### src/hw/acc_pkg.sv
// accelerator shared types
`default_nettype none

package acc_pkg;

  // lane geometry
  localparam int LANES  = 4;
  localparam int LANE_W = 16;
  localparam int ACC_W  = 32;
  localparam int DATA_W = LANES * LANE_W;

  // one input word, lane 0 in the low bits
  typedef struct packed {
    logic [LANES-1:0][LANE_W-1:0] lane;
  } lane_vec_t;

  // matched ifm and wgt words
  typedef struct packed {
    lane_vec_t ifm;
    lane_vec_t wgt;
  } op_pair_t;

  // one output word of accumulators
  typedef struct packed {
    logic [LANES-1:0][ACC_W-1:0] acc;
  } acc_vec_t;

  // job configuration sampled on start
  typedef struct packed {
    logic [15:0] ci;
    logic [15:0] co;
  } job_cfg_t;

  typedef enum logic {
    C_IDLE,
    C_RUN
  } ctrl_state_e;

  typedef enum logic {
    F_IDLE,
    F_FETCH
  } fetch_state_e;

  typedef enum logic {
    M_ACCUM,
    M_EMIT
  } mac_state_e;

endpackage

`default_nettype wire

### src/hw/acc_ctrl.sv
// job start and status control
`default_nettype none
`timescale 1ns/1ns

module acc_ctrl (
  input  logic              ap_clk,
  input  logic              ap_rst_n,
  input  logic              ap_start,
  input  acc_pkg::job_cfg_t cfg,
  input  logic              job_end,
  output acc_pkg::job_cfg_t job_cfg,
  output logic              run,
  output logic              ap_idle,
  output logic              ap_done
);

  acc_pkg::ctrl_state_e state;
  acc_pkg::job_cfg_t    cfg_q;
  logic                 done_q;

  // a start only counts while idle
  logic start_acc;
  assign start_acc = ap_start && (state == acc_pkg::C_IDLE);

  always_ff @(posedge ap_clk) begin
    if (!ap_rst_n) begin
      state  <= acc_pkg::C_IDLE;
      done_q <= 1'b0;
    end else begin
      done_q <= 1'b0;
      case (state)
        acc_pkg::C_IDLE: begin
          if (start_acc) begin
            state <= acc_pkg::C_RUN;
          end
        end
        acc_pkg::C_RUN: begin
          if (job_end) begin
            state  <= acc_pkg::C_IDLE;
            done_q <= 1'b1;
          end
        end
        default: state <= acc_pkg::C_IDLE;
      endcase
    end
  end

  // config held for the whole job
  always_ff @(posedge ap_clk) begin
    if (start_acc) begin
      cfg_q <= cfg;
    end
  end

  assign job_cfg = cfg_q;
  assign run     = (state == acc_pkg::C_RUN);
  assign ap_idle = (state == acc_pkg::C_IDLE);
  assign ap_done = done_q;

endmodule

`default_nettype wire

### src/hw/operand_fetch.sv
// operand pair producer
`default_nettype none
`timescale 1ns/1ns

module operand_fetch #(
  parameter int FIFO_DEPTH = 4
) (
  input  logic               ap_clk,
  input  logic               ap_rst_n,
  input  logic               run,
  input  acc_pkg::job_cfg_t  job_cfg,
  input  logic               ifm_valid,
  output logic               ifm_ready,
  input  acc_pkg::lane_vec_t ifm_data,
  input  logic               wgt_valid,
  output logic               wgt_ready,
  input  acc_pkg::lane_vec_t wgt_data,
  input  logic               credit,
  output logic               push,
  output acc_pkg::op_pair_t  push_pair
);

  localparam int CRD_W = $clog2(FIFO_DEPTH + 1);

  acc_pkg::fetch_state_e state;
  logic [CRD_W-1:0]      credits;
  logic [31:0]           pairs_left;
  logic                  run_q;
  logic                  take;

  // memory byte 0 sits in the top byte
  function automatic logic [acc_pkg::DATA_W-1:0] byte_swap(
    input logic [acc_pkg::DATA_W-1:0] w
  );
    logic [acc_pkg::DATA_W-1:0] r;
    for (int b = 0; b < acc_pkg::DATA_W / 8; b++) begin
      r[b*8 +: 8] = w[(acc_pkg::DATA_W/8 - 1 - b)*8 +: 8];
    end
    return r;
  endfunction

  // both words move together or not at all
  assign take = (state == acc_pkg::F_FETCH) && (credits != '0) && ifm_valid && wgt_valid;
  assign ifm_ready = take;
  assign wgt_ready = take;

  assign push          = take;
  assign push_pair.ifm = byte_swap(ifm_data);
  assign push_pair.wgt = byte_swap(wgt_data);

  always_ff @(posedge ap_clk) begin
    if (!ap_rst_n) begin
      state      <= acc_pkg::F_IDLE;
      pairs_left <= '0;
      run_q      <= 1'b0;
    end else begin
      run_q <= run;
      case (state)
        acc_pkg::F_IDLE: begin
          // new job on the rising edge of run
          if (run && !run_q) begin
            pairs_left <= job_cfg.ci * job_cfg.co;
            state      <= acc_pkg::F_FETCH;
          end
        end
        acc_pkg::F_FETCH: begin
          if (take) begin
            pairs_left <= pairs_left - 32'd1;
            if (pairs_left == 32'd1) begin
              state <= acc_pkg::F_IDLE;
            end
          end
        end
        default: state <= acc_pkg::F_IDLE;
      endcase
    end
  end

  // one credit per free fifo slot
  always_ff @(posedge ap_clk) begin
    if (!ap_rst_n) begin
      credits <= CRD_W'(FIFO_DEPTH);
    end else if (take && !credit) begin
      credits <= credits - 1'b1;
    end else if (!take && credit) begin
      credits <= credits + 1'b1;
    end
  end

endmodule

`default_nettype wire

### src/hw/operand_fifo.sv
// operand pair buffer
`default_nettype none
`timescale 1ns/1ns

module operand_fifo #(
  parameter int FIFO_DEPTH = 4
) (
  input  logic              ap_clk,
  input  logic              ap_rst_n,
  input  logic              push,
  input  acc_pkg::op_pair_t push_pair,
  output logic              pop_valid,
  output acc_pkg::op_pair_t pop_pair,
  input  logic              pop,
  output logic              credit
);

  localparam int PTR_W = $clog2(FIFO_DEPTH);
  localparam int CNT_W = $clog2(FIFO_DEPTH + 1);

  acc_pkg::op_pair_t mem [FIFO_DEPTH];
  logic [PTR_W-1:0]  wr_ptr;
  logic [PTR_W-1:0]  rd_ptr;
  logic [CNT_W-1:0]  count;
  logic              do_pop;
  logic              credit_q;

  assign do_pop = pop && pop_valid;

  // no full check, the producer never overruns its credits
  always_ff @(posedge ap_clk) begin
    if (push) begin
      mem[wr_ptr] <= push_pair;
    end
  end

  always_ff @(posedge ap_clk) begin
    if (!ap_rst_n) begin
      wr_ptr   <= '0;
      rd_ptr   <= '0;
      count    <= '0;
      credit_q <= 1'b0;
    end else begin
      credit_q <= do_pop;
      if (push) begin
        wr_ptr <= (wr_ptr == PTR_W'(FIFO_DEPTH - 1)) ? '0 : wr_ptr + 1'b1;
      end
      if (do_pop) begin
        rd_ptr <= (rd_ptr == PTR_W'(FIFO_DEPTH - 1)) ? '0 : rd_ptr + 1'b1;
      end
      if (push && !do_pop) begin
        count <= count + 1'b1;
      end else if (!push && do_pop) begin
        count <= count - 1'b1;
      end
    end
  end

  assign pop_valid = (count != '0);
  assign pop_pair  = mem[rd_ptr];
  assign credit    = credit_q;

endmodule

`default_nettype wire

### src/hw/mac_engine.sv
// lane-wise multiply-accumulate engine
`default_nettype none
`timescale 1ns/1ns

module mac_engine (
  input  logic              ap_clk,
  input  logic              ap_rst_n,
  input  logic              run,
  input  acc_pkg::job_cfg_t job_cfg,
  input  logic              pop_valid,
  input  acc_pkg::op_pair_t pop_pair,
  output logic              pop,
  output logic              ofm_valid,
  input  logic              ofm_ready,
  output acc_pkg::acc_vec_t ofm_data,
  output logic              job_end
);

  acc_pkg::mac_state_e                          state;
  logic [acc_pkg::LANES-1:0][acc_pkg::ACC_W-1:0] acc;
  logic [acc_pkg::LANES-1:0][acc_pkg::ACC_W-1:0] acc_sum;
  logic [acc_pkg::LANES-1:0][acc_pkg::ACC_W-1:0] acc_swap;
  logic [15:0]                                  pair_cnt;
  logic [15:0]                                  word_cnt;
  logic                                         last_pair;
  logic                                         last_word;
  logic                                         emit_fire;

  // stall while a result is waiting
  assign pop       = (state == acc_pkg::M_ACCUM) && run && pop_valid;
  assign last_pair = (pair_cnt == job_cfg.ci - 16'd1);
  assign last_word = (word_cnt == job_cfg.co - 16'd1);
  assign emit_fire = (state == acc_pkg::M_EMIT) && ofm_ready;

  // unsigned products, sum wraps at 32 bits
  always_comb begin
    for (int l = 0; l < acc_pkg::LANES; l++) begin
      acc_sum[l] = acc[l] + acc_pkg::ACC_W'(pop_pair.ifm.lane[l]) *
                            acc_pkg::ACC_W'(pop_pair.wgt.lane[l]);
    end
  end

  // each accumulator goes out byte-reversed
  always_comb begin
    for (int l = 0; l < acc_pkg::LANES; l++) begin
      for (int b = 0; b < acc_pkg::ACC_W / 8; b++) begin
        acc_swap[l][b*8 +: 8] = acc[l][(acc_pkg::ACC_W/8 - 1 - b)*8 +: 8];
      end
    end
  end

  always_ff @(posedge ap_clk) begin
    if (!ap_rst_n) begin
      state    <= acc_pkg::M_ACCUM;
      acc      <= '0;
      pair_cnt <= '0;
      word_cnt <= '0;
    end else begin
      case (state)
        acc_pkg::M_ACCUM: begin
          if (pop) begin
            acc <= acc_sum;
            if (last_pair) begin
              pair_cnt <= '0;
              state    <= acc_pkg::M_EMIT;
            end else begin
              pair_cnt <= pair_cnt + 16'd1;
            end
          end
        end
        acc_pkg::M_EMIT: begin
          if (emit_fire) begin
            acc      <= '0;
            state    <= acc_pkg::M_ACCUM;
            word_cnt <= last_word ? '0 : word_cnt + 16'd1;
          end
        end
        default: state <= acc_pkg::M_ACCUM;
      endcase
    end
  end

  assign ofm_valid    = (state == acc_pkg::M_EMIT);
  assign ofm_data.acc = acc_swap;

  // last accepted word of the job
  assign job_end = emit_fire && last_word;

endmodule

`default_nettype wire

### src/hw/krnl_acc.sv
// accelerator kernel top level
`default_nettype none
`timescale 1ns/1ns

module krnl_acc #(
  parameter int FIFO_DEPTH = 4
) (
  input  logic               ap_clk,
  input  logic               ap_rst_n,
  input  logic               ap_start,
  input  acc_pkg::job_cfg_t  cfg,
  output logic               ap_idle,
  output logic               ap_done,
  input  logic               ifm_valid,
  output logic               ifm_ready,
  input  acc_pkg::lane_vec_t ifm_data,
  input  logic               wgt_valid,
  output logic               wgt_ready,
  input  acc_pkg::lane_vec_t wgt_data,
  output logic               ofm_valid,
  input  logic               ofm_ready,
  output acc_pkg::acc_vec_t  ofm_data
);

  acc_pkg::job_cfg_t job_cfg;
  logic              run;
  logic              job_end;

  // producer to buffer
  logic              push;
  acc_pkg::op_pair_t push_pair;
  logic              credit;

  // buffer to consumer
  logic              pop_valid;
  acc_pkg::op_pair_t pop_pair;
  logic              pop;

  acc_ctrl i_acc_ctrl (
    .ap_clk   (ap_clk),
    .ap_rst_n (ap_rst_n),
    .ap_start (ap_start),
    .cfg      (cfg),
    .job_end  (job_end),
    .job_cfg  (job_cfg),
    .run      (run),
    .ap_idle  (ap_idle),
    .ap_done  (ap_done)
  );

  operand_fetch #(
    .FIFO_DEPTH (FIFO_DEPTH)
  ) i_operand_fetch (
    .ap_clk    (ap_clk),
    .ap_rst_n  (ap_rst_n),
    .run       (run),
    .job_cfg   (job_cfg),
    .ifm_valid (ifm_valid),
    .ifm_ready (ifm_ready),
    .ifm_data  (ifm_data),
    .wgt_valid (wgt_valid),
    .wgt_ready (wgt_ready),
    .wgt_data  (wgt_data),
    .credit    (credit),
    .push      (push),
    .push_pair (push_pair)
  );

  operand_fifo #(
    .FIFO_DEPTH (FIFO_DEPTH)
  ) i_operand_fifo (
    .ap_clk    (ap_clk),
    .ap_rst_n  (ap_rst_n),
    .push      (push),
    .push_pair (push_pair),
    .pop_valid (pop_valid),
    .pop_pair  (pop_pair),
    .pop       (pop),
    .credit    (credit)
  );

  mac_engine i_mac_engine (
    .ap_clk    (ap_clk),
    .ap_rst_n  (ap_rst_n),
    .run       (run),
    .job_cfg   (job_cfg),
    .pop_valid (pop_valid),
    .pop_pair  (pop_pair),
    .pop       (pop),
    .ofm_valid (ofm_valid),
    .ofm_ready (ofm_ready),
    .ofm_data  (ofm_data),
    .job_end   (job_end)
  );

endmodule

`default_nettype wire

### config.mk
export PLATFORM = sky130hd
export DESIGN_NAME = krnl_acc
export DESIGN_NICKNAME = d
export VERILOG_FILES = /design/src/hw/acc_pkg.sv /design/src/hw/acc_ctrl.sv /design/src/hw/operand_fetch.sv /design/src/hw/operand_fifo.sv /design/src/hw/mac_engine.sv /design/src/hw/krnl_acc.sv
export SDC_FILE = /design/constraint.sdc
export NUM_CORES = 2
export LEC_CHECK = 0
export ABC_AREA = 1
export BUFFER_PORTS_ARGS = -buffer_cell sky130_fd_sc_hd__buf_2
export CAP_MARGIN = 20
export CORE_UTILIZATION = 55
export CTS_CLUSTER_DIAMETER = 200
export CTS_CLUSTER_SIZE = 14
export DETAILED_ROUTE_END_ITERATION = 10
export PLACE_DENSITY = 0.76
export SLEW_MARGIN = 20
export SYNTH_ARGS = -nofsm -noshare
export SYNTH_HDL_FRONTEND = slang
export SYNTH_SLANG_ARGS = --single-unit
### constraint.sdc
create_clock -name ap_clk -period 9.1 [get_ports ap_clk]
set_input_delay 1.365 -clock ap_clk [delete_from_list [all_inputs] [get_ports ap_clk]]
set_output_delay 1.365 -clock ap_clk [all_outputs]
set_load 0.005 [all_outputs]
; ---- Word-level counts from Yosys, hierarchy flattened
; Memory sizes are Yosys's and may differ from the RTL's. A register that Yosys moved wholly into a read port is not among the register bits.
; Index checks and enable logic that the tools add are counted.
[classes]
n_addsub = 15
n_mul = 5
div = 0
order_cmp = 0
eq_ne = 9
shifts = 0
muxes = 30
n_bitwise = 3
n_reduce_logical = 27
[op_table]
columns = cell, count
row1 = 128-bit 2-to-1 mux, 2
row2 = 128-bit one-hot mux with 2 select lines, 1
row3 = 16-bit by 16-bit multiplier with 32-bit output, 5
row4 = 32-bit adder, 4
row5 = 32-bit 2-to-1 mux, 2
row6 = 32-bit one-hot mux with 2 select lines, 1
row7 = 16-bit by 1-bit adder with 16-bit output (second input constant), 2
row8 = 16-bit == test, 2
row9 = 32-bit by 1-bit == test with 1-bit output (second input constant), 1
row10 = 16-bit 2-to-1 mux, 2
row11 = 16-bit by 1-bit subtractor with 16-bit output (second input constant), 2
row12 = 32-bit by 1-bit subtractor with 32-bit output (second input constant), 1
row13 = 1-bit logical AND, 14
row14 = 3-bit 2-to-1 mux, 4
row15 = 1-bit 2-to-1 mux, 11
row16 = 2-bit AND reduction, 5
row17 = 2-bit 2-to-1 mux, 4
row18 = 3-bit by 1-bit adder with 3-bit output (second input constant), 2
row19 = 2-bit != test (second input constant), 3
row20 = 1-bit one-hot mux with 2 select lines, 3
row21 = 3-bit nonzero test, 2
row22 = 3-bit by 1-bit subtractor with 3-bit output (second input constant), 2
row23 = 2-bit by 1-bit adder with 2-bit output (second input constant), 2
row24 = 2-bit == test (second input constant), 2
row25 = 4 further kinds, 10
[word_totals]
register_bits = 240
latchBits = 0
mem_bits_rw = 512
rom_bits = 0
input_bits = 166
out_inout_bits = 133
wordCells = 109
memories = 1
[mem_list]
columns = name, depth, width, read_ports, rd_clocked_by_memory_dff, wr, line
row1 = i_operand_fifo.mem, 4, 128, 1, 1, 1, operand_fifo.sv:21  ; acc_pkg::op_pair_t mem [FIFO_DEPTH];

; ---- Depth between registers and ports, before layout
[logic_depth]
word_depth = 8
ltp_mapped = 34
ltp_nobuf = 30

; ---- Modules after synthesis
; A second synthesis with hierarchy kept.
[unflattened]
hier_cells = 9983
hier_area_um2 = 81545.7
[by_module_without_submodules]
columns = module, n_inst, cells_each, area_each_um2, seq_area_each_um2
row1 = mac_engine, 1, 6730, 47780.8, 3223.1
row2 = operand_fifo, 1, 1303, 19821.5, 15574.9
row3 = operand_fetch, 1, 1907, 12908.6, 740.7
row4 = acc_ctrl, 1, 43, 1034.7, 1001.0

; ---- Least setup slack after synthesis
; Ideal clock, no wire load.
[synth_timing]
kind = input port to flip-flop
startpoint = input ifm_valid
endpoint = memory i_operand_fifo.mem[0][0] (netlist bit) (enable)
setup_time_ps = 617
t_arrival_ps = 6980
required_time_ps = 8483
slack_ps = 1503
stages = 3
n_path_buf = 1
cell_sequence = nand3_1 -> clkbuf_1 -> nor2_1
[synth_via]
elab_chain_cells = 4
[synth_rtl]
columns = item, line
row1 = start: declaration, krnl_acc.sv:14  ; input logic ifm_valid,
row2 = 1-bit logical AND (2 in a row), operand_fetch.sv:43  ; assign take = (state == acc_pkg::F_FETCH) && (credits != '0) && ifm_valid && wgt_valid;
row3 = 1-bit 2-to-1 mux, operand_fifo.sv:32  ; if (push) begin
row4 = 1-bit 2-to-1 mux (implied by the code), operand_fifo.sv:33  ; mem[wr_ptr] <= push_pair;
row5 = end: declaration, operand_fifo.sv:21
; Every way passes these cells.

==> impl_metrics.ini <==
[status]
outcome = finished clean

[cts]
cts_max_path_buffers = 3
cts_buffers = 59
cts_sinks = 754
cts_root_buf = clkbuf_16
cts.clk_slew.worst_paths_ns = 0.10
h-tree-depth = 2
post-cts-setup-buffers = 0
cts_hold_buf = 0
cts_tree = yes
post_cts_resized = 0
clk_latency_ns = 0.73

[routing]
dr.pass1.iters = 8
avgViaCountPerCell = 5.57
num_vias = 62700
drc = 0
drt_iter0_drc = 6040
routedWlPerCell_um = 21.3
drtAntennaViolNets = 0
finalWirelength_mm = 239

[floorplan]
die_w_um = 378
start_util = 0.556
fp.dieH_um = 378
pin_count = 299
rows = 137
dieArea_mm2 = 0.143
core_mm2 = 0.140

[timing]
tightest_slew_ns = 1.25
hold_viol = 0
relSlewSlack = 0.168
min_period_over_period = 0.872
rsz0062_at_grt = no
setup_viol = 0
slew_viol_final = 0
min_period_ns = 7.93
finalClockSkew_ns = 0.0548
tns_ns = 0
setup_ws_ns = 1.17
max_freq_ghz = 0.126

[min_path]
whs_path_depth = 2
min_to = i_operand_fetch.run_q
worstHoldStart = i_acc_ctrl.run
hold_class = reg -> reg

[critical_path]
reg2reg_depth = 25
crit_family = adder cells
r2r_end = i_mac_engine.ofm_data[79]
crit_arrival_ns = 8.50
critical_path.startpoint_type = flip-flop
cp.required_ns = 9.66
path_max_fanout = 128
endpoint_kind = flip-flop
crit_path_top_delay_cell = a32oi_2
worstSetupPathType = reg -> reg
max_stage_delay_ns = 0.79
regToRegSetupSlack_ns = 1.17
path_buf_inv = 7

[synth]
yosysTopAreaCellShare = 0.282
ys_top_cells_by_count = inv_1, nand2_1, fa_1
syn_area_mm2 = 0.0779
synth_simple_gate_area_frac = 0.172
synth_mux_area_frac = 0
synth_xor_area_frac = 0.00810
synthCells = 9097
synth_edf_count = 544
synth_fa_ha_area_frac = 0.364
synthMostInstantiatedCell = inv_1
yosysWarnings = 0
synth_top_family_by_area = adder cells
yosysUniqueCellTypes = 51
synth-compound-area-share = 0.0710
yosysTopAreaCell = fa_1
yosysSeqAreaShare = 0.264
syn_nets = 10900
async_flop_share = 0
avgSynthCellArea_um2 = 8.56
synth_top_flop_cell = edfxtp_1
synth.top_cells.by_area = fa_1, edfxtp_1, inv_1
synth-seq-cells = 754

[final_layout]
fin_cells = 11300
final_layout_size_suffix_gt1_frac = 0.0681
num-fill-cells = 12300
num-nets-final = 11100
area_growth_pct = 7.10

[grt]
grt_use_total = 0.337
overflow = 0
grt_max_degree = 149
grt_pass1_wl_mm = 366
grt_pass1_vias = 63200
antenna_found_initial = 58

[placement]
dp_slack_ns = 1.03
io_buffers = 298
gp_congestion = 0.992
placed_cells = 11100
dpl.hpwl_mm = 189

[flow_run]
drv_cap = 0
per-layer routing:
layer | share of wire | vias up | GRT usage
li1 | - | 28300 | -
met1 | 0.40 | 30700 | 0.466
met2 | 0.43 | 3160 | 0.501
met3 | 0.12 | 551 | 0.0934
met4 | 0.045 | 44 | 0.139
met5 | 0.0012 | - | 0
area by class of cell:
class	count	area [um2]	area share
Timing Repair Buffer	456	2780	0.0333
Sequential cell	754	20500	0.246
Clock inverter	3	90.1	0.00108
Clock buffer	85	1580	0.0190
Tap cell	1876	2350	0.0281
Antenna cell	36	90.1	0.00108
Inverter	2123	7990	0.0958
Multi-Input combinational cell	5919	48000	0.575
state kept, by name, indices dropped and copies added (netlist names), named ones only:
name                        flops
i_operand_fifo.rd_ptr           2
i_operand_fifo.wr_ptr           2
i_acc_ctrl.run                  1
i_mac_engine.ofm_valid          1
i_operand_fetch.run_q           1
i_mac_engine.word_cnt          16
i_operand_fifo.count            3
i_acc_ctrl.ap_done              1
i_operand_fetch.state           1
i_operand_fetch.pairs_left     32
i_operand_fetch.credits         3
i_operand_fifo.credit           1
i_operand_fifo.mem            512
i_mac_engine.pair_cnt          16
i_mac_engine.ofm_data         128
i_acc_ctrl.job_cfg             32
worst register-to-register path: cells and delay by family (launching register included):
family / cells / cell delay (ns)
and+or+nand+nor: 7 / 1.02
buffers and inverters: 7 / 1.71
AOI/OAI and AO/OA: 4 / 1.61
DFF: 1 / 0.46
adders and majority gates: 7 / 3.00
cell usage in the layout, fill, tap and decap left out, types with 12 or more instances in the layout:
| cell | instances |
|---|---|
| a21o_1 | 17 |
| a21oi_1 | 480 |
| a31oi_1 | 14 |
| a32o_1 | 16 |
| a32oi_1 | 101 |
| a32oi_2 | 27 |
| buf_2 | 299 |
| buf_4 | 145 |
| clkbuf_1 | 25 |
| clkbuf_16 | 59 |
| clkinv_1 | 12 |
| dfxtp_1 | 209 |
| diode_2 | 36 |
| edfxtp_1 | 544 |
| fa_1 | 1096 |
| ha_1 | 513 |
| inv_1 | 2087 |
| inv_2 | 20 |
| nand2_1 | 2014 |
| nand3_1 | 262 |
| nand3b_1 | 33 |
| nand4_1 | 73 |
| nor2_1 | 818 |
| nor2_2 | 19 |
| nor2_4 | 12 |
| nor3_1 | 50 |
| o21ai_0 | 202 |
| o21bai_1 | 17 |
| or2_2 | 24 |
| xnor2_1 | 31 |
| xor2_1 | 41 |
logic make-up after synthesis:
group	Yosys count
and+or+nand+nor	3325
AOI/OAI and AO/OA	913
DFF	754
adders and majority gates	1609
xor gates and xnor gates	72
buffers and inverters	2424
worst max path at each step:
stage / endpoint / slack, ns / depth (start not counted)
after floorplan: i_operand_fifo.mem[0][0] / 1.50 / 3
after global placement: i_mac_engine.ofm_data[79] / 1.15 / 24
final: i_mac_engine.ofm_data[79] / 1.17 / 25
after global routing: i_mac_engine.ofm_data[79] / 0.86 / 25
after CTS: i_mac_engine.ofm_data[79] / 1.02 / 25
after detailed placement: i_mac_engine.ofm_data[79] / 1.03 / 25
stage by stage:
step | area [um2] | hold WS [ns] | utilization
after floorplan | 77900 | 0.437 | -
after global placement | 81600 | 0.451 | 0.582
after detailed placement | 81600 | 0.467 | 0.583
after CTS | 83300 | 0.456 | 0.595
after global routing | 83400 | 0.479 | 0.595
final | 83400 | 0.447 | 0.596
Power is left out: the tool's default activity adds up to more than one toggle a clock period on the data nets, which glitch-free logic cannot reach.
